File: src/cache_geom_pkg.sv
// cache geometry: address split, array widths and the packed metadata byte
package cache_geom_pkg;

    localparam int TAG_W    = 8;
    localparam int INDEX_W  = 8;
    localparam int OFFSET_W = 2;
    localparam int ADDR_W   = 18;
    localparam int DATA_W   = 32;
    localparam int STRB_W   = 4;
    localparam int SETS     = 256;

    // byte address seen either as one word or as tag, set index and byte offset
    typedef union packed {
        logic [ADDR_W-1:0] raw;
        struct packed {
            logic [TAG_W-1:0]    tag;
            logic [INDEX_W-1:0]  index;
            logic [OFFSET_W-1:0] offset;
        } f;
    } cache_addr_t;

    // one metadata byte per set, shared by both ways
    typedef union packed {
        logic [7:0] raw;
        struct packed {
            logic w1_spare;   // reserved for a ninth tag bit of way 1
            logic w1_dirty;
            logic w1_valid;
            logic spare;
            logic lru;        // names the way to replace next
            logic w0_spare;   // reserved for a ninth tag bit of way 0
            logic w0_dirty;
            logic w0_valid;
        } f;
    } meta_byte_t;

endpackage

File: src/cache_op_pkg.sv
// cache command encoding and way number shared across the cache store
package cache_op_pkg;

    typedef enum logic [1:0] {
        OP_READ  = 2'd0,
        OP_WRITE = 2'd1,   // hit only, a miss leaves the set alone
        OP_FILL  = 2'd2
    } cache_op_e;

    typedef logic way_sel_t;   // two ways, so one bit

endpackage

File: src/cache_way_if.sv
// cache way port: read and byte-masked write access to one way's tag and data arrays
interface cache_way_if import cache_geom_pkg::*; ();

    logic               en;      // read strobe, also latches the index for the next write
    logic [INDEX_W-1:0] index;
    logic               we;
    logic [STRB_W-1:0]  wstrb;
    logic [TAG_W-1:0]   wtag;
    logic [DATA_W-1:0]  wdata;
    logic [TAG_W-1:0]   rtag;
    logic [DATA_W-1:0]  rdata;

    // a write always belongs to the request whose read was issued one edge earlier
    modport ctrl_mp (
        output en, index, we, wstrb, wtag, wdata,
        input  rtag, rdata
    );

    modport array_mp (
        input  en, index, we, wstrb, wtag, wdata,
        output rtag, rdata
    );

endinterface

File: src/cache_ctrl.sv
// cache controller: tag compare, victim choice, byte merge, metadata update and forwarding
module cache_ctrl import cache_geom_pkg::*, cache_op_pkg::*; (
    input  logic               clk,
    input  logic               rst_n_i,
    input  logic               req_valid_i,
    input  cache_op_e          req_op_i,
    input  logic [ADDR_W-1:0]  req_addr_i,
    input  logic [DATA_W-1:0]  req_wdata_i,
    input  logic [STRB_W-1:0]  req_wstrb_i,
    input  logic               init_done_i,
    input  meta_byte_t         meta_rd_i,
    output logic               rsp_valid_o,
    output logic               rsp_hit_o,
    output way_sel_t           rsp_way_o,
    output logic [DATA_W-1:0]  rsp_rdata_o,
    output logic               evict_o,
    output logic [ADDR_W-1:0]  evict_addr_o,
    output logic [DATA_W-1:0]  evict_data_o,
    output logic               meta_rd_en_o,
    output logic [INDEX_W-1:0] meta_rd_index_o,
    output logic               meta_wr_en_o,
    output logic [INDEX_W-1:0] meta_wr_index_o,
    output meta_byte_t         meta_wr_o,
    cache_way_if.ctrl_mp       way0,
    cache_way_if.ctrl_mp       way1
);

    function automatic logic [DATA_W-1:0] merge_bytes(
        input logic [DATA_W-1:0] old_word,
        input logic [DATA_W-1:0] new_word,
        input logic [STRB_W-1:0] strb
    );
        logic [DATA_W-1:0] word;
        word = old_word;
        for (int b = 0; b < STRB_W; b++) begin
            if (strb[b]) begin
                word[b*8 +: 8] = new_word[b*8 +: 8];
            end
        end
        return word;
    endfunction

    cache_addr_t              req_addr;
    logic                     req_take;
    logic                     s1_valid;
    cache_op_e                s1_op;
    cache_addr_t              s1_addr;
    logic [DATA_W-1:0]        s1_wdata;
    logic [STRB_W-1:0]        s1_wstrb;
    logic                     cm_valid;   // last commit, kept for a same-index follower
    logic [INDEX_W-1:0]       cm_index;
    meta_byte_t               cm_meta;
    logic [1:0][TAG_W-1:0]    cm_tag;
    logic [1:0][DATA_W-1:0]   cm_data;
    logic                     fwd;
    meta_byte_t               eff_meta;
    logic [1:0][TAG_W-1:0]    eff_tag;
    logic [1:0][DATA_W-1:0]   eff_data;
    logic [1:0]               hit;
    logic [1:0]               vld;
    logic [1:0]               dty;
    logic [1:0]               new_vld;
    logic [1:0]               new_dty;
    logic                     new_lru;
    way_sel_t                 hit_way;
    way_sel_t                 tgt_way;
    logic [1:0]               way_we;
    logic [STRB_W-1:0]        wr_strb;
    meta_byte_t               new_meta;
    logic [1:0][TAG_W-1:0]    new_tag;
    logic [1:0][DATA_W-1:0]   new_data;
    logic                     rsp_hit;
    way_sel_t                 rsp_way;
    logic [DATA_W-1:0]        rsp_data;
    logic                     evict;
    cache_addr_t              ev_addr;

    assign req_addr = req_addr_i;
    assign req_take = req_valid_i & init_done_i;   // nothing is accepted during the clear sweep

    // stage 0 reads both ways and the metadata byte at the request edge
    assign way0.en         = req_take;
    assign way1.en         = req_take;
    assign way0.index      = req_addr.f.index;
    assign way1.index      = req_addr.f.index;
    assign meta_rd_en_o    = req_take;
    assign meta_rd_index_o = req_addr.f.index;

    always_ff @(posedge clk or negedge rst_n_i) begin
        if (!rst_n_i) begin
            s1_valid <= 1'b0;
        end else begin
            s1_valid <= req_take;
        end
    end

    always_ff @(posedge clk) begin
        s1_op    <= req_op_i;
        s1_addr  <= req_addr;
        s1_wdata <= req_wdata_i;
        s1_wstrb <= req_wstrb_i;
    end

    always_comb begin
        // arrays read at the commit edge miss that commit
        fwd         = cm_valid & (cm_index == s1_addr.f.index);
        eff_meta    = fwd ? cm_meta : meta_rd_i;
        eff_tag[0]  = fwd ? cm_tag[0] : way0.rtag;
        eff_tag[1]  = fwd ? cm_tag[1] : way1.rtag;
        eff_data[0] = fwd ? cm_data[0] : way0.rdata;
        eff_data[1] = fwd ? cm_data[1] : way1.rdata;

        vld = {eff_meta.f.w1_valid, eff_meta.f.w0_valid};
        dty = {eff_meta.f.w1_dirty, eff_meta.f.w0_dirty};
        hit[0]  = vld[0] & (eff_tag[0] == s1_addr.f.tag);
        hit[1]  = vld[1] & (eff_tag[1] == s1_addr.f.tag);
        hit_way = way_sel_t'(hit[1]);

        if (|hit) begin
            tgt_way = hit_way;          // a refill of a present tag stays in place
        end else if (!vld[0]) begin
            tgt_way = 1'b0;
        end else if (!vld[1]) begin
            tgt_way = 1'b1;
        end else begin
            tgt_way = eff_meta.f.lru;
        end

        way_we   = '0;
        wr_strb  = s1_wstrb;
        new_vld  = vld;
        new_dty  = dty;
        new_lru  = eff_meta.f.lru;
        rsp_hit  = |hit;
        rsp_way  = 1'b0;
        rsp_data = '0;
        evict    = 1'b0;

        case (s1_op)
            OP_READ: begin
                if (|hit) begin
                    rsp_way  = hit_way;
                    rsp_data = eff_data[hit_way];
                    new_lru  = ~hit_way;
                end
            end
            OP_WRITE: begin
                if (|hit) begin
                    way_we[hit_way]  = 1'b1;
                    new_dty[hit_way] = 1'b1;
                    rsp_way          = hit_way;
                    new_lru          = ~hit_way;
                end
            end
            OP_FILL: begin
                way_we[tgt_way]  = 1'b1;
                wr_strb          = '1;
                new_vld[tgt_way] = 1'b1;
                new_dty[tgt_way] = 1'b0;
                rsp_way          = tgt_way;
                new_lru          = ~tgt_way;
                evict            = ~(|hit) & vld[tgt_way] & dty[tgt_way];
            end
            default: ;
        endcase
        way_we = way_we & {2{s1_valid}};

        // only the touched way's bits and the LRU bit change
        new_meta            = eff_meta;
        new_meta.f.w0_valid = new_vld[0];
        new_meta.f.w0_dirty = new_dty[0];
        new_meta.f.w1_valid = new_vld[1];
        new_meta.f.w1_dirty = new_dty[1];
        new_meta.f.lru      = new_lru;

        for (int w = 0; w < 2; w++) begin
            new_tag[w]  = way_we[w] ? s1_addr.f.tag : eff_tag[w];
            new_data[w] = way_we[w] ? merge_bytes(eff_data[w], s1_wdata, wr_strb) : eff_data[w];
        end

        ev_addr          = '0;
        ev_addr.f.tag    = eff_tag[tgt_way];
        ev_addr.f.index  = s1_addr.f.index;
    end

    assign way0.we     = way_we[0];
    assign way1.we     = way_we[1];
    assign way0.wstrb  = wr_strb;
    assign way1.wstrb  = wr_strb;
    assign way0.wtag   = s1_addr.f.tag;
    assign way1.wtag   = s1_addr.f.tag;
    assign way0.wdata  = s1_wdata;
    assign way1.wdata  = s1_wdata;

    assign meta_wr_en_o    = s1_valid;
    assign meta_wr_index_o = s1_addr.f.index;
    assign meta_wr_o       = new_meta;

    always_ff @(posedge clk or negedge rst_n_i) begin
        if (!rst_n_i) begin
            rsp_valid_o <= 1'b0;
            evict_o     <= 1'b0;
            cm_valid    <= 1'b0;
        end else begin
            rsp_valid_o <= s1_valid;
            evict_o     <= s1_valid & evict;
            cm_valid    <= s1_valid;
        end
    end

    always_ff @(posedge clk) begin
        rsp_hit_o    <= rsp_hit;
        rsp_way_o    <= rsp_way;
        rsp_rdata_o  <= rsp_data;
        evict_addr_o <= ev_addr.raw;
        evict_data_o <= eff_data[tgt_way];
        cm_index     <= s1_addr.f.index;
        cm_meta      <= new_meta;
        cm_tag       <= new_tag;
        cm_data      <= new_data;
    end

endmodule

File: src/flat_wrapper.sv
// flat-port wrapper written by rule: the top's interface ports become plain ports
module cache_ctrl_flat import cache_geom_pkg::*, cache_op_pkg::*;
  (clk, rst_n_i, req_valid_i, req_op_i, req_addr_i, req_wdata_i, req_wstrb_i, init_done_i, meta_rd_i, rsp_valid_o, rsp_hit_o, rsp_way_o, rsp_rdata_o, evict_o, evict_addr_o, evict_data_o, meta_rd_en_o, meta_rd_index_o, meta_wr_en_o, meta_wr_index_o, meta_wr_o, way0_en, way0_index, way0_we, way0_wstrb, way0_wtag, way0_wdata, way0_rtag, way0_rdata, way1_en, way1_index, way1_we, way1_wstrb, way1_wtag, way1_wdata, way1_rtag, way1_rdata);
  cache_way_if way0_i ();
  cache_way_if way1_i ();
  input  logic clk;
  input  logic rst_n_i;
  input  logic req_valid_i;
  input  cache_op_e req_op_i;
  input  logic [ADDR_W-1:0] req_addr_i;
  input  logic [DATA_W-1:0] req_wdata_i;
  input  logic [STRB_W-1:0] req_wstrb_i;
  input  logic init_done_i;
  input  meta_byte_t meta_rd_i;
  output logic rsp_valid_o;
  output logic rsp_hit_o;
  output way_sel_t rsp_way_o;
  output logic [DATA_W-1:0] rsp_rdata_o;
  output logic evict_o;
  output logic [ADDR_W-1:0] evict_addr_o;
  output logic [DATA_W-1:0] evict_data_o;
  output logic meta_rd_en_o;
  output logic [INDEX_W-1:0] meta_rd_index_o;
  output logic meta_wr_en_o;
  output logic [INDEX_W-1:0] meta_wr_index_o;
  output meta_byte_t meta_wr_o;
  output wire logic [$bits(way0_i.en)-1:0] way0_en;
  output wire logic [$bits(way0_i.index)-1:0] way0_index;
  output wire logic [$bits(way0_i.we)-1:0] way0_we;
  output wire logic [$bits(way0_i.wstrb)-1:0] way0_wstrb;
  output wire logic [$bits(way0_i.wtag)-1:0] way0_wtag;
  output wire logic [$bits(way0_i.wdata)-1:0] way0_wdata;
  input wire logic [$bits(way0_i.rtag)-1:0] way0_rtag;
  input wire logic [$bits(way0_i.rdata)-1:0] way0_rdata;
  output wire logic [$bits(way1_i.en)-1:0] way1_en;
  output wire logic [$bits(way1_i.index)-1:0] way1_index;
  output wire logic [$bits(way1_i.we)-1:0] way1_we;
  output wire logic [$bits(way1_i.wstrb)-1:0] way1_wstrb;
  output wire logic [$bits(way1_i.wtag)-1:0] way1_wtag;
  output wire logic [$bits(way1_i.wdata)-1:0] way1_wdata;
  input wire logic [$bits(way1_i.rtag)-1:0] way1_rtag;
  input wire logic [$bits(way1_i.rdata)-1:0] way1_rdata;
  assign way0_en = way0_i.en;
  assign way0_index = way0_i.index;
  assign way0_we = way0_i.we;
  assign way0_wstrb = way0_i.wstrb;
  assign way0_wtag = way0_i.wtag;
  assign way0_wdata = way0_i.wdata;
  assign way0_i.rtag = way0_rtag;
  assign way0_i.rdata = way0_rdata;
  assign way1_en = way1_i.en;
  assign way1_index = way1_i.index;
  assign way1_we = way1_i.we;
  assign way1_wstrb = way1_i.wstrb;
  assign way1_wtag = way1_i.wtag;
  assign way1_wdata = way1_i.wdata;
  assign way1_i.rtag = way1_rtag;
  assign way1_i.rdata = way1_rdata;
  cache_ctrl u_core (.clk(clk), .rst_n_i(rst_n_i), .req_valid_i(req_valid_i), .req_op_i(req_op_i), .req_addr_i(req_addr_i), .req_wdata_i(req_wdata_i), .req_wstrb_i(req_wstrb_i), .init_done_i(init_done_i), .meta_rd_i(meta_rd_i), .rsp_valid_o(rsp_valid_o), .rsp_hit_o(rsp_hit_o), .rsp_way_o(rsp_way_o), .rsp_rdata_o(rsp_rdata_o), .evict_o(evict_o), .evict_addr_o(evict_addr_o), .evict_data_o(evict_data_o), .meta_rd_en_o(meta_rd_en_o), .meta_rd_index_o(meta_rd_index_o), .meta_wr_en_o(meta_wr_en_o), .meta_wr_index_o(meta_wr_index_o), .meta_wr_o(meta_wr_o), .way0(way0_i), .way1(way1_i));
endmodule
File: config.mk
export PLATFORM = sky130hd
export DESIGN_NAME = cache_ctrl_flat
export DESIGN_NICKNAME = d
export VERILOG_FILES = /design/src/cache_geom_pkg.sv /design/src/cache_op_pkg.sv /design/src/cache_way_if.sv /design/src/cache_ctrl.sv /design/src/flat_wrapper.sv
export SDC_FILE = /design/constraint.sdc
export NUM_CORES = 1
export LEC_CHECK = 0
export BUFFER_PORTS_ARGS = -buffer_cell sky130_fd_sc_hd__buf_2
export CAP_MARGIN = 20
export CORE_ASPECT_RATIO = 2
export CORE_UTILIZATION = 30
export CTS_CLUSTER_DIAMETER = 150
export DETAILED_ROUTE_END_ITERATION = 7
export PLACE_DENSITY = 0.52
export SYNTH_ARGS = -nofsm -noshare
export SYNTH_HDL_FRONTEND = slang
export SYNTH_SLANG_ARGS = --single-unit
File: constraint.sdc
create_clock -name clk -period 5.9 [get_ports clk]
set_clock_uncertainty 0.15 [all_clocks]
set_input_delay 0.885 -clock clk [delete_from_list [all_inputs] [get_ports clk]]
set_output_delay 0.885 -clock clk [all_outputs]
set_load 0.02 [all_outputs]
Word level (Yosys, flattened, before mapping). Index checks and enable logic that the tools add are counted.

Divide/modulo/power cells: 0. Add/sub/neg operators: 0. Magnitude comparators: 4. Reductions and logical operators: 6. Mux-type cells: 45. Multiply operators: 0. Bitwise logic cells: 15. Equal/unequal tests: 5. Shift operators: 0.

Operators with widths (number): 2-to-1 mux 32 bit (8); 2-to-1 mux 8 bit (15); equality test 8 bit (3); 2-to-1 mux 1 bit (12); case mux 2 bit (2 select lines) (2); bitwise AND 1 bit (7); 2-to-1 mux 2 bit (3); bitwise AND 2 bit (2); < comparator 1 x 2 -> 1 bit (second input constant) (2); 2-to-1 mux 4 bit (1); bitwise OR 2 bit (2); case mux 1 bit (2 select lines) (2); OR reduction 2 bit (2); NOT 1 bit (3); demux 1 bit (select 1 bit) (2); equality test 2 x 1 -> 1 bit (second input constant) (1); equality test 2 bit (second input constant) (1); greater-or-equal comparator 1 bit (second input constant) (2); logical AND 1 bit (2); zero test 2 bit (1); NOT 2 bit (1); AND reduction 2 bit (1).

RAM bits: 0. Bits in read-only memories: 0. Input bits: 148. Latch bits: 0. Output and inout port bits: 220. Word-level logic and storage cells: 93. Bits in registers: 237. Memories: 0.

Depth between registers and ports, before layout.
Word-level depth: 14. Gate-level depth with buffers: 14. Gate-level depth less buffers: 9.

Worst setup path after synthesis. OpenSTA, ideal clock, no wires.

Path type: flip-flop to output port. Start: register u_core.cm_index[2]. End: output meta_wr_o[1] (netlist name). Cell stages (with the launch flop): 12. Path slack: 1.870 ns. Data arrival time: 2.995 ns. Buffers on the path: 3. Data required time: 4.865 ns. Cell sequence: dfxtp_1 xnor2_1 nand3_1 or3_1 buf_2 mux2i_1 a311o_1 o21ai_4 buf_6 buf_4 nand2_1 a21oi_1.

RTL lines: from (decl) (RTL line cache_ctrl.sv:51) `logic [INDEX_W-1:0] cm_index;`; from (signal assigned) (RTL line cache_ctrl.sv:217) `cm_index <= s1_addr.f.index;`; to (decl) (RTL line flat_wrapper.sv:26) `output meta_byte_t meta_wr_o;`.

==> impl_metrics.ini <==
[run_status]
status = completed

[sta]
worst_hold_slack_ns = 0.224
rsz0062_at_grt = no
slew_headroom = 0.356
hold_violations = 0
min_period_over_period = 0.913
fin_tns_setup_ns = 0
fmax_ghz = 0.186
finalMaxSlewViolations = 0
min_period_ns = 5.39
setup_violations = 0
worst_pin_slew_ns = 0.963

[drt]
met1_length_um = 11400
via_per_inst = 4.74
met3WireLength_um = 1250
antenna_left = 0
topRoutingLayerUsed = met5
wl_met2_um = 17700
drtPass1Iterations = 4
routed-via-count = 8530
routed_wirelength_um = 31400
drc = 0
first_iter_violations = 241
wire_per_inst_um = 17.4

[grt]
overflow = 0
grt_usage = 0.176
antenna_found_initial = 3
grt_pass1_vias = 8427
grt_pass1_wl_um = 46500
grt_max_degree = 83

[logic_synthesis]
synth_top_cell_by_area = dfxtp_1
synth_simple_gate_area_frac = 0.174
synth_compound_area_frac = 0.122
ys_warn_count = 0
syn-cell-area_um2 = 10100
async_reset_ff_frac = 0.0132
synth.area.mux_share = 0.132
synth_seq_cells = 227
synth_area_per_cell_um2 = 9.29
netlist_instances = 1092
synth_cell_types = 57
synthXorXnorAreaFrac = 0.0238
synth_common_cells = nand2_1 (253), dfxtp_1 (224), a21oi_1 (86)
ys_top_cells_by_area = dfxtp_1 (44%), nand2_1 (9.4%), buf_4 (6.3%), mux2_1 (5.7%), a211oi_1 (5.0%)
synth_top_family_by_area = simple AND/OR/NAND/NOR gates
synth_seq_area_share = 0.449
synthAdderAreaFrac = 0.00493
synth_top_flop_cell = dfxtp_1
synth_edf_count = 0
synth_most_common_cell = nand2_1
yosys.area.top_type_share = 0.442

[clock_network]
hold_buffers = 1
path_clk_slew_ns = 0.06
ctsResizeCount = 0
clkSinkCount = 227
clk_latency_ns = 0.53
cts_root_buf = clkbuf_16
cts_made_buffers = 23
htreeDepth = 1
clock_tree.buffer_depth = 3
cts_tree = done
cts_setup_buffers = 0

[floorplan]
die-height_um = 262
core_area_um2 = 33000
initial_core_util = 0.307
fp.dieW_um = 132
dieArea_um2 = 34600
ios = 368
rows = 94

[place]
io_buffers = 363
gp_congestion = 0.787
hpwl_um = 22500

[worst_setup_path]
crit_fanout = 18
path_class = flop to output pin
worstSetupEndpointType = output pin
critPathLaunchType = flop
arrival_ns = 4.35
critical_path_required_ns = 4.87

[power_and_ir_drop]
p_per_area_nw_per_um2 = 290
total_power_mw = 3.62
leakagePower_nw = 5.79
ir_worst_vdd_v = 0.000210

[flow_run]
maxCapViolCount = 0

[cells_and_area]
drive_gt1_frac = 0.340
syn_to_final_growth_pct = 23.1
finish.utilization = 0.378
nets = 1502

[hold_path]
hold_class = flop to flop
[flip-flops by register name (all words and copies together), names as in the netlist, 2 cells and up]
name                 count
u_core.cm_meta           8
u_core.cm_data          64
u_core.cm_tag           16
u_core.rsp_rdata_o      32
u_core.s1_op             2
u_core.s1_wstrb          4
u_core.evict_addr_o      9
u_core.way0.wdata       32
u_core.cm_index          7
u_core.s1_addr          16
u_core.evict_data_o     32
[logic make-up (layout without fill, tap and decap cells)]
group,after synthesis,in the layout
AND/OR/NAND/NOR,374,374
flip-flops,227,227
AO/OA/AOI/OAI,186,186
buffers and inverters,156,428
multiplexers,119,119
XOR/XNOR,25,25
adder cells (fa/ha/maj),4,4
other,1,4
[report_power, final]
| part | switching [mW] | leakage, nW | total (mW) | internal [mW] |
|---|---|---|---|---|
| Sequential | 0.0559 | 1.92 | 1.68 | 1.62 |
| Clock | 0.627 | 0.375 | 1.49 | 0.858 |
| Combinational | 0.272 | 3.50 | 0.456 | 0.184 |
[per-layer routing]
metal / track usage / up-vias
met5: 0 / -
li1: - / 4154
met2: 0.365 / 261
met3: 0.0210 / 56
met4: 0.0740 / 2
met1: 0.173 / 4057
[area by class of cell]
type,instances,area [um2]
diodes,2,5.00
multi-input cells,710,4660
clock inverters,6,61.3
repair buffers,374,1900
well taps,432,541
inverters,14,52.6
fillers,3365,20600
clock buffers,34,697
flip-flops and latches,227,4560
[cell usage in the layout, fill, tap and decap left out, drive strengths merged, types with 3 or more instances in the layout]
cell    instances
a211oi         68
a21oi          86
a22o            4
a41oi           5
and2           36
and3            3
buf           373
clkbuf         34
clkinv          4
dfrtp           3
dfxtp         224
ha              4
inv            14
mux2           77
mux2i          42
nand2         254
nand2b          4
nand3          11
nand4           4
nor2            3
nor3            7
nor4            3
o21ai           5
o221ai          3
o22ai           4
or2            43
xnor2          15
xor2           10
[worst paths after layout]
kind,to,slack (ns),cells past startpoint,from
worst min register to register,u_core.cm_index[2],0.22,0,u_core.s1_addr[4]
worst max register to register,u_core.cm_data[55],1.34,10,u_core.s1_addr[8]
min in group asynchronous,u_core.meta_wr_en_o,0.53,2,rst_n_i
max in group asynchronous,u_core.evict_o,4.96,2,rst_n_i
worst max-delay path,meta_wr_o[3],0.51,10,u_core.s1_addr[8]
worst min-delay path,u_core.cm_index[2],0.22,0,u_core.s1_addr[4]
[per-stage QoR]
| step | cells | setup slack (ns) | cell area, um2 |
|---|---|---|---|
| detailed placement | 1756 | 0.976 | 11700 |
| global route | 1799 | 0.230 | 12500 |
| floorplan | 1093 | 1.87 | 10100 |
| CTS | 1797 | 0.374 | 12500 |
| finish | 1799 | 0.513 | 12500 |
| global placement | 1756 | 0.989 | 11700 |
[critical path, cell delays in order, from the launching register on]
cell and delay [ns]:
dfxtp_1 0.33, xnor2_1 0.27, nand3_1 0.20, nor3_4 0.48, mux2i_1 0.22, xnor2_1 0.49, a211o_2 0.53, o21a_2 0.60
nand2_1 0.17, a31oi_1 0.31, buf_2 0.22
Note: power is estimated with default switching activity, not from simulation.
